**src/source/comp_engine_pkg.sv**
```systemverilog
package comp_engine_pkg;

    // ------------------------------
    // bus and block geometry
    // ------------------------------
    localparam int ADDR_W      = 32;
    localparam int BUS_DATA_W  = 32;
    localparam int COMP_DATA_W = 64;
    localparam int BURST_BEATS = 16;
    localparam int BLK_BYTES   = 128;
    localparam int CBLK_BYTES  = 64;
    localparam int NUM_COMP    = 3;

    // derived widths
    localparam int BEAT_IDX_W  = $clog2(BURST_BEATS);
    localparam int BUF_ADDR_W  = $clog2(CBLK_BYTES / (COMP_DATA_W / 8));
    localparam int BLK_CNT_W   = ADDR_W - $clog2(BLK_BYTES);

    // AHB transfer codes
    localparam logic [1:0] HTRANS_IDLE   = 2'b00;
    localparam logic [1:0] HTRANS_NONSEQ = 2'b10;
    localparam logic [1:0] HTRANS_SEQ    = 2'b11;

    // ------------------------------
    // shared types
    // ------------------------------
    typedef logic [BLK_CNT_W-1:0] blk_cnt_t;
    typedef logic [$clog2(NUM_COMP)-1:0] comp_sel_t;

    // master to slave
    typedef struct packed {
        logic                  hbusreq;
        logic [ADDR_W-1:0]     haddr;
        logic [1:0]            htrans;
        logic                  hwrite;
        logic [BUS_DATA_W-1:0] hwdata;
    } ahb_req_t;

    // slave and arbiter to master
    typedef struct packed {
        logic                  hgrant;
        logic                  hready;
        logic [BUS_DATA_W-1:0] hrdata;
    } ahb_rsp_t;

    typedef struct packed {
        logic [ADDR_W-1:0] addr;
        logic              write;
    } burst_cmd_t;

    // stream into the compressors
    typedef struct packed {
        logic                   wren;
        logic                   sop;
        logic                   eop;
        logic [COMP_DATA_W-1:0] wdata;
    } comp_wr_t;

    typedef struct packed {
        logic [NUM_COMP-1:0] done;
        logic [NUM_COMP-1:0] fail;
    } comp_status_t;

endpackage

```
**src/source/block_sequencer.sv**
```systemverilog
`timescale 1ns/1ps

module block_sequencer (
    input  logic                                clk,
    input  logic                                rst_n,
    input  logic [comp_engine_pkg::ADDR_W-1:0]  src_addr_i,
    input  logic [comp_engine_pkg::ADDR_W-1:0]  dst_addr_i,
    input  comp_engine_pkg::blk_cnt_t           len_i,
    input  logic                                start_i,
    input  comp_engine_pkg::comp_status_t       comp_status_i,
    input  logic                                burst_done_i,
    output logic                                burst_start_o,
    output comp_engine_pkg::burst_cmd_t         burst_cmd_o,
    output comp_engine_pkg::comp_sel_t          comp_sel_o,
    output logic                                done_o
);
    import comp_engine_pkg::*;

    typedef enum logic [2:0] {
        S_IDLE,
        S_RD1,
        S_RD2,
        S_COMP,
        S_WR
    } state_t;

    state_t     state, state_n;
    blk_cnt_t   blk_cnt, blk_cnt_n;
    blk_cnt_t   blk_next;
    logic       burst_start, burst_start_n;
    burst_cmd_t burst_cmd, burst_cmd_n;
    comp_sel_t  comp_sel, comp_sel_n;
    comp_sel_t  winner;

    assign blk_next = blk_cnt + 1'b1;

    // first compressor that did not fail, 0 if all failed
    always_comb begin
        winner = '0;
        for (int i = NUM_COMP - 1; i >= 0; i--) begin
            if (!comp_status_i.fail[i]) begin
                winner = comp_sel_t'(i);
            end
        end
    end

    always_comb begin
        state_n       = state;
        blk_cnt_n     = blk_cnt;
        burst_start_n = 1'b0;
        burst_cmd_n   = burst_cmd;
        comp_sel_n    = comp_sel;

        case (state)
            S_IDLE: begin
                if (start_i && len_i != '0) begin
                    blk_cnt_n     = '0;
                    burst_start_n = 1'b1;
                    burst_cmd_n   = '{addr: src_addr_i, write: 1'b0};
                    state_n       = S_RD1;
                end
            end
            S_RD1: begin
                // second half of the raw block
                if (burst_done_i) begin
                    burst_start_n = 1'b1;
                    burst_cmd_n.addr = burst_cmd.addr + ADDR_W'(BLK_BYTES / 2);
                    state_n       = S_RD2;
                end
            end
            S_RD2: begin
                if (burst_done_i) begin
                    state_n = S_COMP;
                end
            end
            S_COMP: begin
                if (&comp_status_i.done) begin
                    comp_sel_n    = winner;
                    burst_start_n = 1'b1;
                    burst_cmd_n.addr  = dst_addr_i + (ADDR_W'(blk_cnt) << $clog2(CBLK_BYTES));
                    burst_cmd_n.write = 1'b1;
                    state_n       = S_WR;
                end
            end
            default: begin
                if (burst_done_i) begin
                    blk_cnt_n = blk_next;
                    if (blk_next == len_i) begin
                        state_n = S_IDLE;
                    end else begin
                        burst_start_n     = 1'b1;
                        burst_cmd_n.addr  = src_addr_i
                                          + (ADDR_W'(blk_next) << $clog2(BLK_BYTES));
                        burst_cmd_n.write = 1'b0;
                        state_n           = S_RD1;
                    end
                end
            end
        endcase
    end

    always_ff @(posedge clk) begin
        if (!rst_n) begin
            state       <= S_IDLE;
            blk_cnt     <= '0;
            burst_start <= 1'b0;
            comp_sel    <= '0;
        end else begin
            state       <= state_n;
            blk_cnt     <= blk_cnt_n;
            burst_start <= burst_start_n;
            comp_sel    <= comp_sel_n;
        end
    end

    always_ff @(posedge clk) begin
        burst_cmd <= burst_cmd_n;
    end

    assign burst_start_o = burst_start;
    assign burst_cmd_o   = burst_cmd;
    assign comp_sel_o    = comp_sel;
    // a pending start already counts as busy
    assign done_o        = (state == S_IDLE) && !start_i;

endmodule

```
**src/source/ahb_burst_master.sv**
```systemverilog
`timescale 1ns/1ps

module ahb_burst_master (
    input  logic                                     clk,
    input  logic                                     rst_n,
    input  logic                                     burst_start_i,
    input  comp_engine_pkg::burst_cmd_t              burst_cmd_i,
    input  comp_engine_pkg::ahb_rsp_t                ahb_rsp_i,
    input  logic [comp_engine_pkg::BUS_DATA_W-1:0]   wr_word_i,
    output comp_engine_pkg::ahb_req_t                ahb_req_o,
    output logic                                     burst_done_o,
    output logic                                     rd_beat_o,
    output logic [comp_engine_pkg::BUS_DATA_W-1:0]   rd_data_o,
    output logic [comp_engine_pkg::BEAT_IDX_W-1:0]   wr_idx_o
);
    import comp_engine_pkg::*;

    typedef enum logic [2:0] {
        S_IDLE,
        S_BUSREQ,
        S_FIRST_ADDR,
        S_MIDDLE,
        S_LAST_DATA
    } state_t;

    localparam logic [BEAT_IDX_W-1:0] LAST_IDX = BEAT_IDX_W'(BURST_BEATS - 1);

    state_t                  state, state_n;
    burst_cmd_t              cmd, cmd_n;
    // writes count address phases, reads count data phases
    logic [BEAT_IDX_W-1:0]   beat_cnt, beat_cnt_n;
    logic [BEAT_IDX_W-1:0]   addr_idx;
    logic                    hbusreq, hbusreq_n;
    logic [ADDR_W-1:0]       haddr, haddr_n;
    logic [1:0]              htrans, htrans_n;
    logic                    hwrite, hwrite_n;
    logic [BUS_DATA_W-1:0]   hwdata, hwdata_n;

    // index of the address accepted in MIDDLE
    assign addr_idx = hwrite ? beat_cnt : beat_cnt + 1'b1;

    always_comb begin
        state_n    = state;
        cmd_n      = cmd;
        beat_cnt_n = beat_cnt;
        hbusreq_n  = hbusreq;
        haddr_n    = haddr;
        htrans_n   = htrans;
        hwrite_n   = hwrite;
        hwdata_n   = hwdata;

        case (state)
            S_IDLE: begin
                if (burst_start_i) begin
                    cmd_n     = burst_cmd_i;
                    hbusreq_n = 1'b1;
                    state_n   = S_BUSREQ;
                end
            end
            S_BUSREQ: begin
                if (ahb_rsp_i.hgrant && ahb_rsp_i.hready) begin
                    haddr_n    = cmd.addr;
                    htrans_n   = HTRANS_NONSEQ;
                    hwrite_n   = cmd.write;
                    beat_cnt_n = '0;
                    state_n    = S_FIRST_ADDR;
                end
            end
            S_FIRST_ADDR: begin
                // first address accepted, no data yet
                if (ahb_rsp_i.hready) begin
                    haddr_n  = haddr + ADDR_W'(4);
                    htrans_n = HTRANS_SEQ;
                    if (hwrite) begin
                        hwdata_n   = wr_word_i;
                        beat_cnt_n = beat_cnt + 1'b1;
                    end
                    state_n = S_MIDDLE;
                end
            end
            S_MIDDLE: begin
                // one address and one data phase per accepted cycle
                if (ahb_rsp_i.hready) begin
                    if (hwrite) begin
                        hwdata_n = wr_word_i;
                    end
                    if (addr_idx == LAST_IDX - 1'b1) begin
                        hbusreq_n = 1'b0;
                    end
                    if (addr_idx == LAST_IDX) begin
                        htrans_n = HTRANS_IDLE;
                        state_n  = S_LAST_DATA;
                    end else begin
                        haddr_n    = haddr + ADDR_W'(4);
                        beat_cnt_n = beat_cnt + 1'b1;
                    end
                end
            end
            default: begin
                if (ahb_rsp_i.hready) begin
                    state_n = S_IDLE;
                end
            end
        endcase
    end

    always_ff @(posedge clk) begin
        if (!rst_n) begin
            state    <= S_IDLE;
            beat_cnt <= '0;
            hbusreq  <= 1'b0;
            htrans   <= HTRANS_IDLE;
            hwrite   <= 1'b0;
        end else begin
            state    <= state_n;
            beat_cnt <= beat_cnt_n;
            hbusreq  <= hbusreq_n;
            htrans   <= htrans_n;
            hwrite   <= hwrite_n;
        end
    end

    always_ff @(posedge clk) begin
        cmd    <= cmd_n;
        haddr  <= haddr_n;
        hwdata <= hwdata_n;
    end

    // ------------------------------
    // outputs
    // ------------------------------
    assign ahb_req_o = '{hbusreq: hbusreq, haddr: haddr, htrans: htrans,
                         hwrite: hwrite, hwdata: hwdata};

    assign burst_done_o = (state == S_LAST_DATA) && ahb_rsp_i.hready;
    assign rd_beat_o    = (state == S_MIDDLE || state == S_LAST_DATA)
                        && ahb_rsp_i.hready && !hwrite;
    assign rd_data_o    = ahb_rsp_i.hrdata;
    assign wr_idx_o     = beat_cnt;

endmodule

```
**src/source/rd_beat_packer.sv**
```systemverilog
`timescale 1ns/1ps

module rd_beat_packer (
    input  logic                                     clk,
    input  logic                                     rst_n,
    input  logic                                     rd_beat_i,
    input  logic [comp_engine_pkg::BUS_DATA_W-1:0]   rd_data_i,
    output comp_engine_pkg::comp_wr_t                comp_wr_o
);
    import comp_engine_pkg::*;

    // 32 beats per block, wraps at the block boundary
    logic [4:0]                   beat_cnt;
    logic [BUS_DATA_W-1:0]        upper_q;
    logic                         wren_q;
    logic                         sop_q;
    logic                         eop_q;
    logic [COMP_DATA_W-1:0]       wdata_q;
    logic                         odd_beat;

    assign odd_beat = beat_cnt[0];

    // ------------------------------
    // control
    // ------------------------------
    always_ff @(posedge clk) begin
        if (!rst_n) begin
            beat_cnt <= '0;
            wren_q   <= 1'b0;
            sop_q    <= 1'b0;
            eop_q    <= 1'b0;
        end else begin
            wren_q <= rd_beat_i && odd_beat;
            sop_q  <= rd_beat_i && odd_beat && (beat_cnt[4:1] == 4'd0);
            eop_q  <= rd_beat_i && odd_beat && (beat_cnt[4:1] == 4'd15);
            if (rd_beat_i) begin
                beat_cnt <= beat_cnt + 1'b1;
            end
        end
    end

    // ------------------------------
    // data
    // ------------------------------
    always_ff @(posedge clk) begin
        if (rd_beat_i && !odd_beat) begin
            upper_q <= rd_data_i;
        end
        if (rd_beat_i && odd_beat) begin
            wdata_q <= {upper_q, rd_data_i};
        end
    end

    assign comp_wr_o = '{wren: wren_q, sop: sop_q, eop: eop_q, wdata: wdata_q};

endmodule

```
**src/source/wr_beat_unpacker.sv**
```systemverilog
`timescale 1ns/1ps

module wr_beat_unpacker (
    input  logic [comp_engine_pkg::BEAT_IDX_W-1:0]   wr_idx_i,
    input  comp_engine_pkg::comp_sel_t               comp_sel_i,
    input  logic [comp_engine_pkg::COMP_DATA_W-1:0]  comp0_rdata_i,
    input  logic [comp_engine_pkg::COMP_DATA_W-1:0]  comp1_rdata_i,
    input  logic [comp_engine_pkg::COMP_DATA_W-1:0]  comp2_rdata_i,
    output logic [comp_engine_pkg::BUS_DATA_W-1:0]   wr_word_o,
    output logic [comp_engine_pkg::BUF_ADDR_W-1:0]   buf_addr_o
);
    import comp_engine_pkg::*;

    logic [COMP_DATA_W-1:0] entry;

    // winning compressor's buffer entry
    always_comb begin
        case (comp_sel_i)
            comp_sel_t'(1): entry = comp1_rdata_i;
            comp_sel_t'(2): entry = comp2_rdata_i;
            default:        entry = comp0_rdata_i;
        endcase
    end

    // two bus words per entry
    assign buf_addr_o = wr_idx_i[BEAT_IDX_W-1:1];

    // even index takes the upper half
    assign wr_word_o  = wr_idx_i[0] ? entry[BUS_DATA_W-1:0]
                                    : entry[COMP_DATA_W-1:BUS_DATA_W];

endmodule

```
**src/source/comp_engine_top.sv**
```systemverilog
`timescale 1ns/1ps

module comp_engine_top (
    input  logic                                     clk,
    input  logic                                     rst_n,
    input  logic [comp_engine_pkg::ADDR_W-1:0]       src_addr_i,
    input  logic [comp_engine_pkg::ADDR_W-1:0]       dst_addr_i,
    input  comp_engine_pkg::blk_cnt_t                len_i,
    input  logic                                     start_i,
    output logic                                     done_o,
    input  comp_engine_pkg::ahb_rsp_t                ahb_rsp_i,
    output comp_engine_pkg::ahb_req_t                ahb_req_o,
    output comp_engine_pkg::comp_wr_t                comp_wr_o,
    input  comp_engine_pkg::comp_status_t            comp_status_i,
    output logic [comp_engine_pkg::BUF_ADDR_W-1:0]   buf_addr_o,
    input  logic [comp_engine_pkg::COMP_DATA_W-1:0]  comp0_rdata_i,
    input  logic [comp_engine_pkg::COMP_DATA_W-1:0]  comp1_rdata_i,
    input  logic [comp_engine_pkg::COMP_DATA_W-1:0]  comp2_rdata_i
);
    import comp_engine_pkg::*;

    logic                   burst_start;
    burst_cmd_t             burst_cmd;
    logic                   burst_done;
    comp_sel_t              comp_sel;
    logic                   rd_beat;
    logic [BUS_DATA_W-1:0]  rd_data;
    logic [BEAT_IDX_W-1:0]  wr_idx;
    logic [BUS_DATA_W-1:0]  wr_word;

    block_sequencer block_sequencer_inst (
        .clk           (clk),
        .rst_n         (rst_n),
        .src_addr_i    (src_addr_i),
        .dst_addr_i    (dst_addr_i),
        .len_i         (len_i),
        .start_i       (start_i),
        .comp_status_i (comp_status_i),
        .burst_done_i  (burst_done),
        .burst_start_o (burst_start),
        .burst_cmd_o   (burst_cmd),
        .comp_sel_o    (comp_sel),
        .done_o        (done_o)
    );

    ahb_burst_master ahb_burst_master_inst (
        .clk           (clk),
        .rst_n         (rst_n),
        .burst_start_i (burst_start),
        .burst_cmd_i   (burst_cmd),
        .ahb_rsp_i     (ahb_rsp_i),
        .wr_word_i     (wr_word),
        .ahb_req_o     (ahb_req_o),
        .burst_done_o  (burst_done),
        .rd_beat_o     (rd_beat),
        .rd_data_o     (rd_data),
        .wr_idx_o      (wr_idx)
    );

    rd_beat_packer rd_beat_packer_inst (
        .clk       (clk),
        .rst_n     (rst_n),
        .rd_beat_i (rd_beat),
        .rd_data_i (rd_data),
        .comp_wr_o (comp_wr_o)
    );

    wr_beat_unpacker wr_beat_unpacker_inst (
        .wr_idx_i      (wr_idx),
        .comp_sel_i    (comp_sel),
        .comp0_rdata_i (comp0_rdata_i),
        .comp1_rdata_i (comp1_rdata_i),
        .comp2_rdata_i (comp2_rdata_i),
        .wr_word_o     (wr_word),
        .buf_addr_o    (buf_addr_o)
    );

endmodule

```
**config.mk**
```make
export PLATFORM = sky130hd
export DESIGN_NAME = comp_engine_top
export DESIGN_NICKNAME = d
export VERILOG_FILES = /design/src/source/comp_engine_pkg.sv /design/src/source/block_sequencer.sv /design/src/source/ahb_burst_master.sv /design/src/source/rd_beat_packer.sv /design/src/source/wr_beat_unpacker.sv /design/src/source/comp_engine_top.sv
export SDC_FILE = /design/constraint.sdc
export NUM_CORES = 1
export LEC_CHECK = 0
export BUFFER_PORTS_ARGS = -buffer_cell sky130_fd_sc_hd__buf_4
export CAP_MARGIN = 20
export CORE_MARGIN = 1
export CORE_UTILIZATION = 40
export DETAILED_ROUTE_END_ITERATION = 10
export GPL_TIMING_DRIVEN = 0
export HOLD_SLACK_MARGIN = 0.03
export MAX_ROUTING_LAYER = met4
export PLACE_DENSITY = 0.74
export SLEW_MARGIN = 25
export SYNTH_ARGS = -nofsm -noshare
export SYNTH_HDL_FRONTEND = slang
export SYNTH_SLANG_ARGS = --single-unit
```
**constraint.sdc**
```tcl
create_clock -name clk -period 6.5 [get_ports clk]
set_clock_uncertainty 0.05 [all_clocks]
set_input_delay 0.975 -clock clk [delete_from_list [all_inputs] [get_ports clk]]
set_output_delay 0.975 -clock clk [all_outputs]
set_load 0.005 [all_outputs]
```
; ---- After elaboration in Yosys (flattened, before gate mapping)
; Index checks and enable logic that the tools add are counted.
[word_totals]
ff_bits = 276
inputBits = 324
output_inout_bits = 139
elab_cells = 154
[classes]
add_sub_neg = 7
n_eq_ne = 27
muxes = 56
bitwise_logic = 3
reduce_logical = 40
[op_table]
columns = op, count
row1 = 32-bit two-way mux, 6
row2 = 33-bit two-way mux, 4
row3 = 32-bit case mux with 4 select lines, 1
row4 = 64-bit case mux with 2 select lines, 1
row5 = 32-bit case mux with 3 select lines, 1
row6 = 25-bit two-way mux, 2
row7 = 25-bit case mux with 2 select lines, 1
row8 = 3-bit two-way mux, 11
row9 = "32-bit by 3-bit adder with 32-bit output, second input constant", 1
row10 = 32-bit by 31-bit adder with 32-bit output, 1
row11 = 32-bit adder, 1
row12 = "32-bit by 7-bit adder with 32-bit output, second input constant", 1
row13 = "25-bit by 1-bit adder with 25-bit output, second input constant", 1
row14 = 25-bit == test, 1
row15 = 25-bit nonzero test, 1
row16 = 4-bit two-way mux, 6
row17 = 3-bit case mux with 4 select lines, 2
row18 = 5-bit AND reduction, 4
row19 = 6-bit AND reduction, 3
row20 = "2-bit by 1-bit != test with 1-bit output, second input constant", 8
row21 = 2-bit two-way mux, 7
row22 = "3-bit by 2-bit == test with 1-bit output, second input constant", 4
row23 = "4-bit == test, second input constant", 3
row24 = 4-bit case mux with 3 select lines, 1
row25 = other kinds (27), 61

; ---- Longest topological paths before layout
[logic_depth]
word_depth = 6
ltp_mapped = 17
mapped_depth_nobuf = 16

; ---- Modules after synthesis
; A second synthesis with hierarchy kept.
[hier_totals]
cells_unflattened = 1560
hier_area_um2 = 16479.6
[by_module_without_submodules]
columns = mod, instances, cells_per_inst, area_each_um2, seq_area_each_um2
row1 = block_sequencer, 1, 884, 7090.6, 1611.5
row2 = ahb_burst_master, 1, 377, 4818.4, 3133.0
row3 = rd_beat_packer, 1, 133, 3233.1, 3042.9
row4 = wr_beat_unpacker, 1, 166, 1337.5, 0.0

; ---- Least setup slack after synthesis
; OpenSTA, ideal clock, no wires.
[synth_path]
path_type = register -> register
from = register ahb_burst_master_inst.state[0]
to = register ahb_burst_master_inst.htrans[1]
setup_ps = 70
arrival_time_ps = 5281
t_required_ps = 6380
setup_slack_ps = 1099
path_stages_with_launch = 6
path_buffers = 1
period_less_slack_ps = 5401
cell_sequence = dfxtp_1 -> clkbuf_1 -> nor4b_1 -> a21oi_1 -> or3_1 -> a21oi_1
[synth_between]
elab_chain_cells = 3
elab_cells_between_ends = 10
[synth_rtl]
columns = element, line
row1 = start: declaration, ahb_burst_master.sv:28  ; state_t state, state_n;
row2 = start signal: assignment, ahb_burst_master.sv:115  ; state <= state_n;
row3 = 3-bit by 2-bit == test with 1-bit output / 3-bit by 1-bit == test with 1-bit output (equally long branches), ahb_burst_master.sv:52  ; case (state)
row4 = "2-bit by 1-bit != test with 1-bit output (no source line), or another cell as far along", --
row5 = 5-bit AND reduction (no source line), --
row6 = end signal: assignment, ahb_burst_master.sv:118  ; htrans <= htrans_n;
row7 = end: declaration, ahb_burst_master.sv:35  ; logic [1:0] htrans, htrans_n;
; Several ways; a longest one is shown, not always the timed one.
; A chain may end at the register's enable or synchronous reset.

==> metrics.cfg <==
[status]
status = finished, final reports clean

[synth]
yosys_warnings = 0
synth_top_cell_by_area = edfxtp_1
synth_fp_nets = 1976
synth_top_cells_by_count = edfxtp_1, nand2_1, nor2_1
ys_types = 80
synth_ff_type = edfxtp_1
synth_top_family_by_area = simple AND/OR/NAND/NOR gates
synth_fa_ha_area_share_pct = 4.65
netlist_instances = 1592
yosysSeqAreaShare_pct = 47.3
synth-xor-area-share_pct = 7.10
synth_top_area_share_pct = 41.2
synthMuxAreaShare_pct = 4.94
synth_edf_count = 226
syn-mean-instance-area_um2 = 10.3
ys_seq_elements = 276
yosys-top-cells-area = edfxtp_1, dfxtp_1, ha_1, mux4_2, xnor2_1
async_flop_share_pct = 0
synth-compound-area-share_pct = 16.2
netlist_area_mm2 = 0.0165
synth_simple_gate_area_share_pct = 16.6
yosysMostFrequentCell = edfxtp_1

[die]
die_w_um = 205
core-area_mm2 = 0.0402
io_pins = 463
die_height_um = 205
initial_utilization_pct = 41.0
std_cell_rows = 73
dieArea_mm2 = 0.0420

[placed_design]
pre_cts_slack_ns = 1.43
portBuffers = 462
post-place-cells = 2590
hpwl_mm = 52.7
gp_congestion = 1.06

[cells_and_area]
final_nets = 2481
drive_above_1_share_pct = 28.1
antenna_cells = 0
area.sequential_mm2 = 0.00779
layoutNonFillerInstCount = 2646
utilization_pct = 54.1
multi_input_area_mm2 = 0.00819
area_growth_pct = 32.1
fillers = 3556

[timing]
rsz0062_at_grt = false
slew_viol_final = 0
fmax_mhz = 190
tightest_slew_ns = 1.07
finalCritPeriodShare_pct = 80.9
period_needed_ns = 5.26
setup_tns_ns = 0
setup_violations = 0
max_slew_margin_pct = 28.3
hold_viol_final = 0
fin_ws_ns = 1.24

[clock_tree]
cts_resized = 0
cts_inserted_buffers = 30
path_clk_slew_ns = 0.06
h-tree-depth = 1
cts_num_sinks = 276
insertion_delay_ns = 0.60
max-clock-path-buffers = 3
cts_tree = done
post-cts-setup-buffer-count = 0
postCtsHoldBufs = 0
cts_root_buf = clkbuf_16

[global_route]
grt_overflow = 0
grt_use_total_pct = 30.8
gr-usage-met1_pct = 39.4
grt_pass1_vias = 15000
grtUsageMet3_pct = 2.94
use_met2_pct = 52.2
grt_antenna_before_repair = 2
grt_max_degree = 44
grt_pass1_wl_mm = 93.0
gr-max-usage-layer = met2

[setup_path]
reg2reg_to = block_sequencer_inst.burst_cmd_o[31]
cp.required_ns = 6.89
arrival_ns = 5.65
r2r-start = block_sequencer_inst.blk_cnt[0]
start_kind = flop
critPathCaptureType = flop
reg2regPathDepth = 17
reg2reg_slack_ns = 1.24
cp_max_fo = 8
path_class = reg2reg

[pwr]
switching_share_pct = 25.7
p_clk_share_pct = 38.4
power_frac_seq_pct = 47.1
switching_power_w = 0.00113
p_comb_share_pct = 14.5
power.internal_w = 0.00328
power.density_mw_per_mm2 = 203
vdd_drop_max_uv = 208
p_total_w = 0.00441
p_leak_nw = 8.62

[worst_hold_path]
hold_class = reg2reg
worstHoldEndpoint = rd_beat_packer_inst.wdata_q[51]
hold_start = rd_beat_packer_inst.upper_q[19]
hold_depth = 0

[detailed_routing]
wire_per_inst_um = 24.4
ant_nets = 0
via_per_inst = 5.72
wl_mm = 64.5
drc = 0
drt_first_iter_violations = 1464
firstDrtPassIters = 5
vias = 15100

[run]
maxCapViolations = 0

==> critical path, stage by stage, from the launching register on <==
cell       delay (ns)
dfxtp_1          0.56
ha_1             0.22
clkbuf_1         0.26
nand3_1          0.31
nor4_1           0.71
nand2_1          0.26
xnor2_1          0.36
inv_1            0.14
ha_1             0.38
nand2_1          0.13
nand2b_1         0.06
a211oi_1         0.35
o2111ai_1        0.25
a31oi_1          0.28
nor2b_1          0.08
o21ai_0          0.19
mux2_2           0.37
o21ai_0          0.15
==> cell usage in the layout, fill, tap and decap left out, types with 12 or more instances in the layout <==
cell,n
a211oi_1,15
a21o_1,18
a21oi_1,103
a22o_1,65
a31oi_1,12
and3_1,16
buf_2,13
buf_4,475
clkbuf_1,72
clkbuf_16,30
dfxtp_1,50
edfxtp_1,226
ha_1,58
inv_1,31
mux4_2,32
nand2_1,161
nand2b_1,19
nand3_1,57
nand4_1,33
nor2_1,117
nor2b_1,12
nor3_1,31
nor3b_1,12
nor4_1,18
o21ai_0,98
o22ai_1,16
or3_1,17
xnor2_1,70
xor2_1,61
==> worst max-delay path by stage <==
stage | start | end | slack [ns] | depth (start not counted)
4_1_cts | block_sequencer_inst.blk_cnt[0] | block_sequencer_inst.burst_cmd_o[31] | 1.41 | 17
3_5_place_dp | block_sequencer_inst.blk_cnt[0] | block_sequencer_inst.burst_cmd_o[31] | 1.43 | 17
5_1_grt | block_sequencer_inst.blk_cnt[0] | block_sequencer_inst.burst_cmd_o[31] | 0.73 | 17
2_1_floorplan | ahb_burst_master_inst.state[0] | ahb_burst_master_inst.htrans[1] | 1.10 | 5
6_report | block_sequencer_inst.blk_cnt[0] | block_sequencer_inst.burst_cmd_o[31] | 1.24 | 17
3_3_place_gp | ahb_burst_master_inst.state[0] | ahb_burst_master_inst.htrans[1] | -0.61 | 5
==> sequential cells by signal, indices dropped and copies added, names as in the netlist <==
register	count
ahb_burst_master_inst.cmd	33
ahb_burst_master_inst.haddr	32
ahb_burst_master_inst.hbusreq	1
ahb_burst_master_inst.htrans	2
ahb_burst_master_inst.hwdata	32
ahb_burst_master_inst.hwrite	1
ahb_burst_master_inst.state	3
ahb_burst_master_inst.wr_idx_o	4
block_sequencer_inst.blk_cnt	25
block_sequencer_inst.burst_cmd_o	33
block_sequencer_inst.burst_start_o	1
block_sequencer_inst.comp_sel_o	2
block_sequencer_inst.state	3
rd_beat_packer_inst.beat_cnt	5
rd_beat_packer_inst.eop_q	1
rd_beat_packer_inst.sop_q	1
rd_beat_packer_inst.upper_q	32
rd_beat_packer_inst.wdata_q	64
rd_beat_packer_inst.wren_q	1
==> power groups by stage <==
stage | registers (W) | logic (W) | clock network [W]
floorplan | 0.00210 | 0.000288 | 0
global placement | 0.00212 | 0.000601 | 0
detailed placement | 0.00211 | 0.000627 | 0
CTS | 0.00208 | 0.000633 | 0.00171
global route | 0.00209 | 0.000691 | 0.00177
finish | 0.00208 | 0.000640 | 0.00169
==> metrics by stage <==
stage | hold WS (ns) | cell area [um2]
final | 0.369 | 21800
after global routing | 0.375 | 21800
after CTS | 0.369 | 21800
after detailed placement | 0.355 | 20800
after global placement | 0.350 | 20600
after floorplan | 0.350 | 16500
==> layout make-up <==
type,count,share of cell area [%]
repair buffers,473,16.6
multi-input cells,1187,37.6
clock buffers,37,3.66
well taps,525,3.02
flip-flops and latches,276,35.8
clock inverters,19,0.834
inverters,32,0.552
plain buffers,97,1.91
==> logic make-up after synthesis <==
| kind of cell | count (synthesis) |
|---|---|
| multiplexers | 41 |
| XOR/XNOR | 132 |
| adder cells (fa/ha/maj) | 60 |
| flip-flops | 276 |
| buffers and inverters | 129 |
| AND/OR/NAND/NOR | 547 |
| AO/OA/AOI/OAI | 407 |
==> layer usage <==
| layer | vias up | share of wire (%) |
|---|---|---|
| met5 | - | 0 |
| met4 | 0 | 2.6 |
| met3 | 98 | 5.7 |
| met2 | 650 | 49 |
| met1 | 7359 | 43 |
| li1 | 7038 | - |
Power figures use the tool's default switching activity.
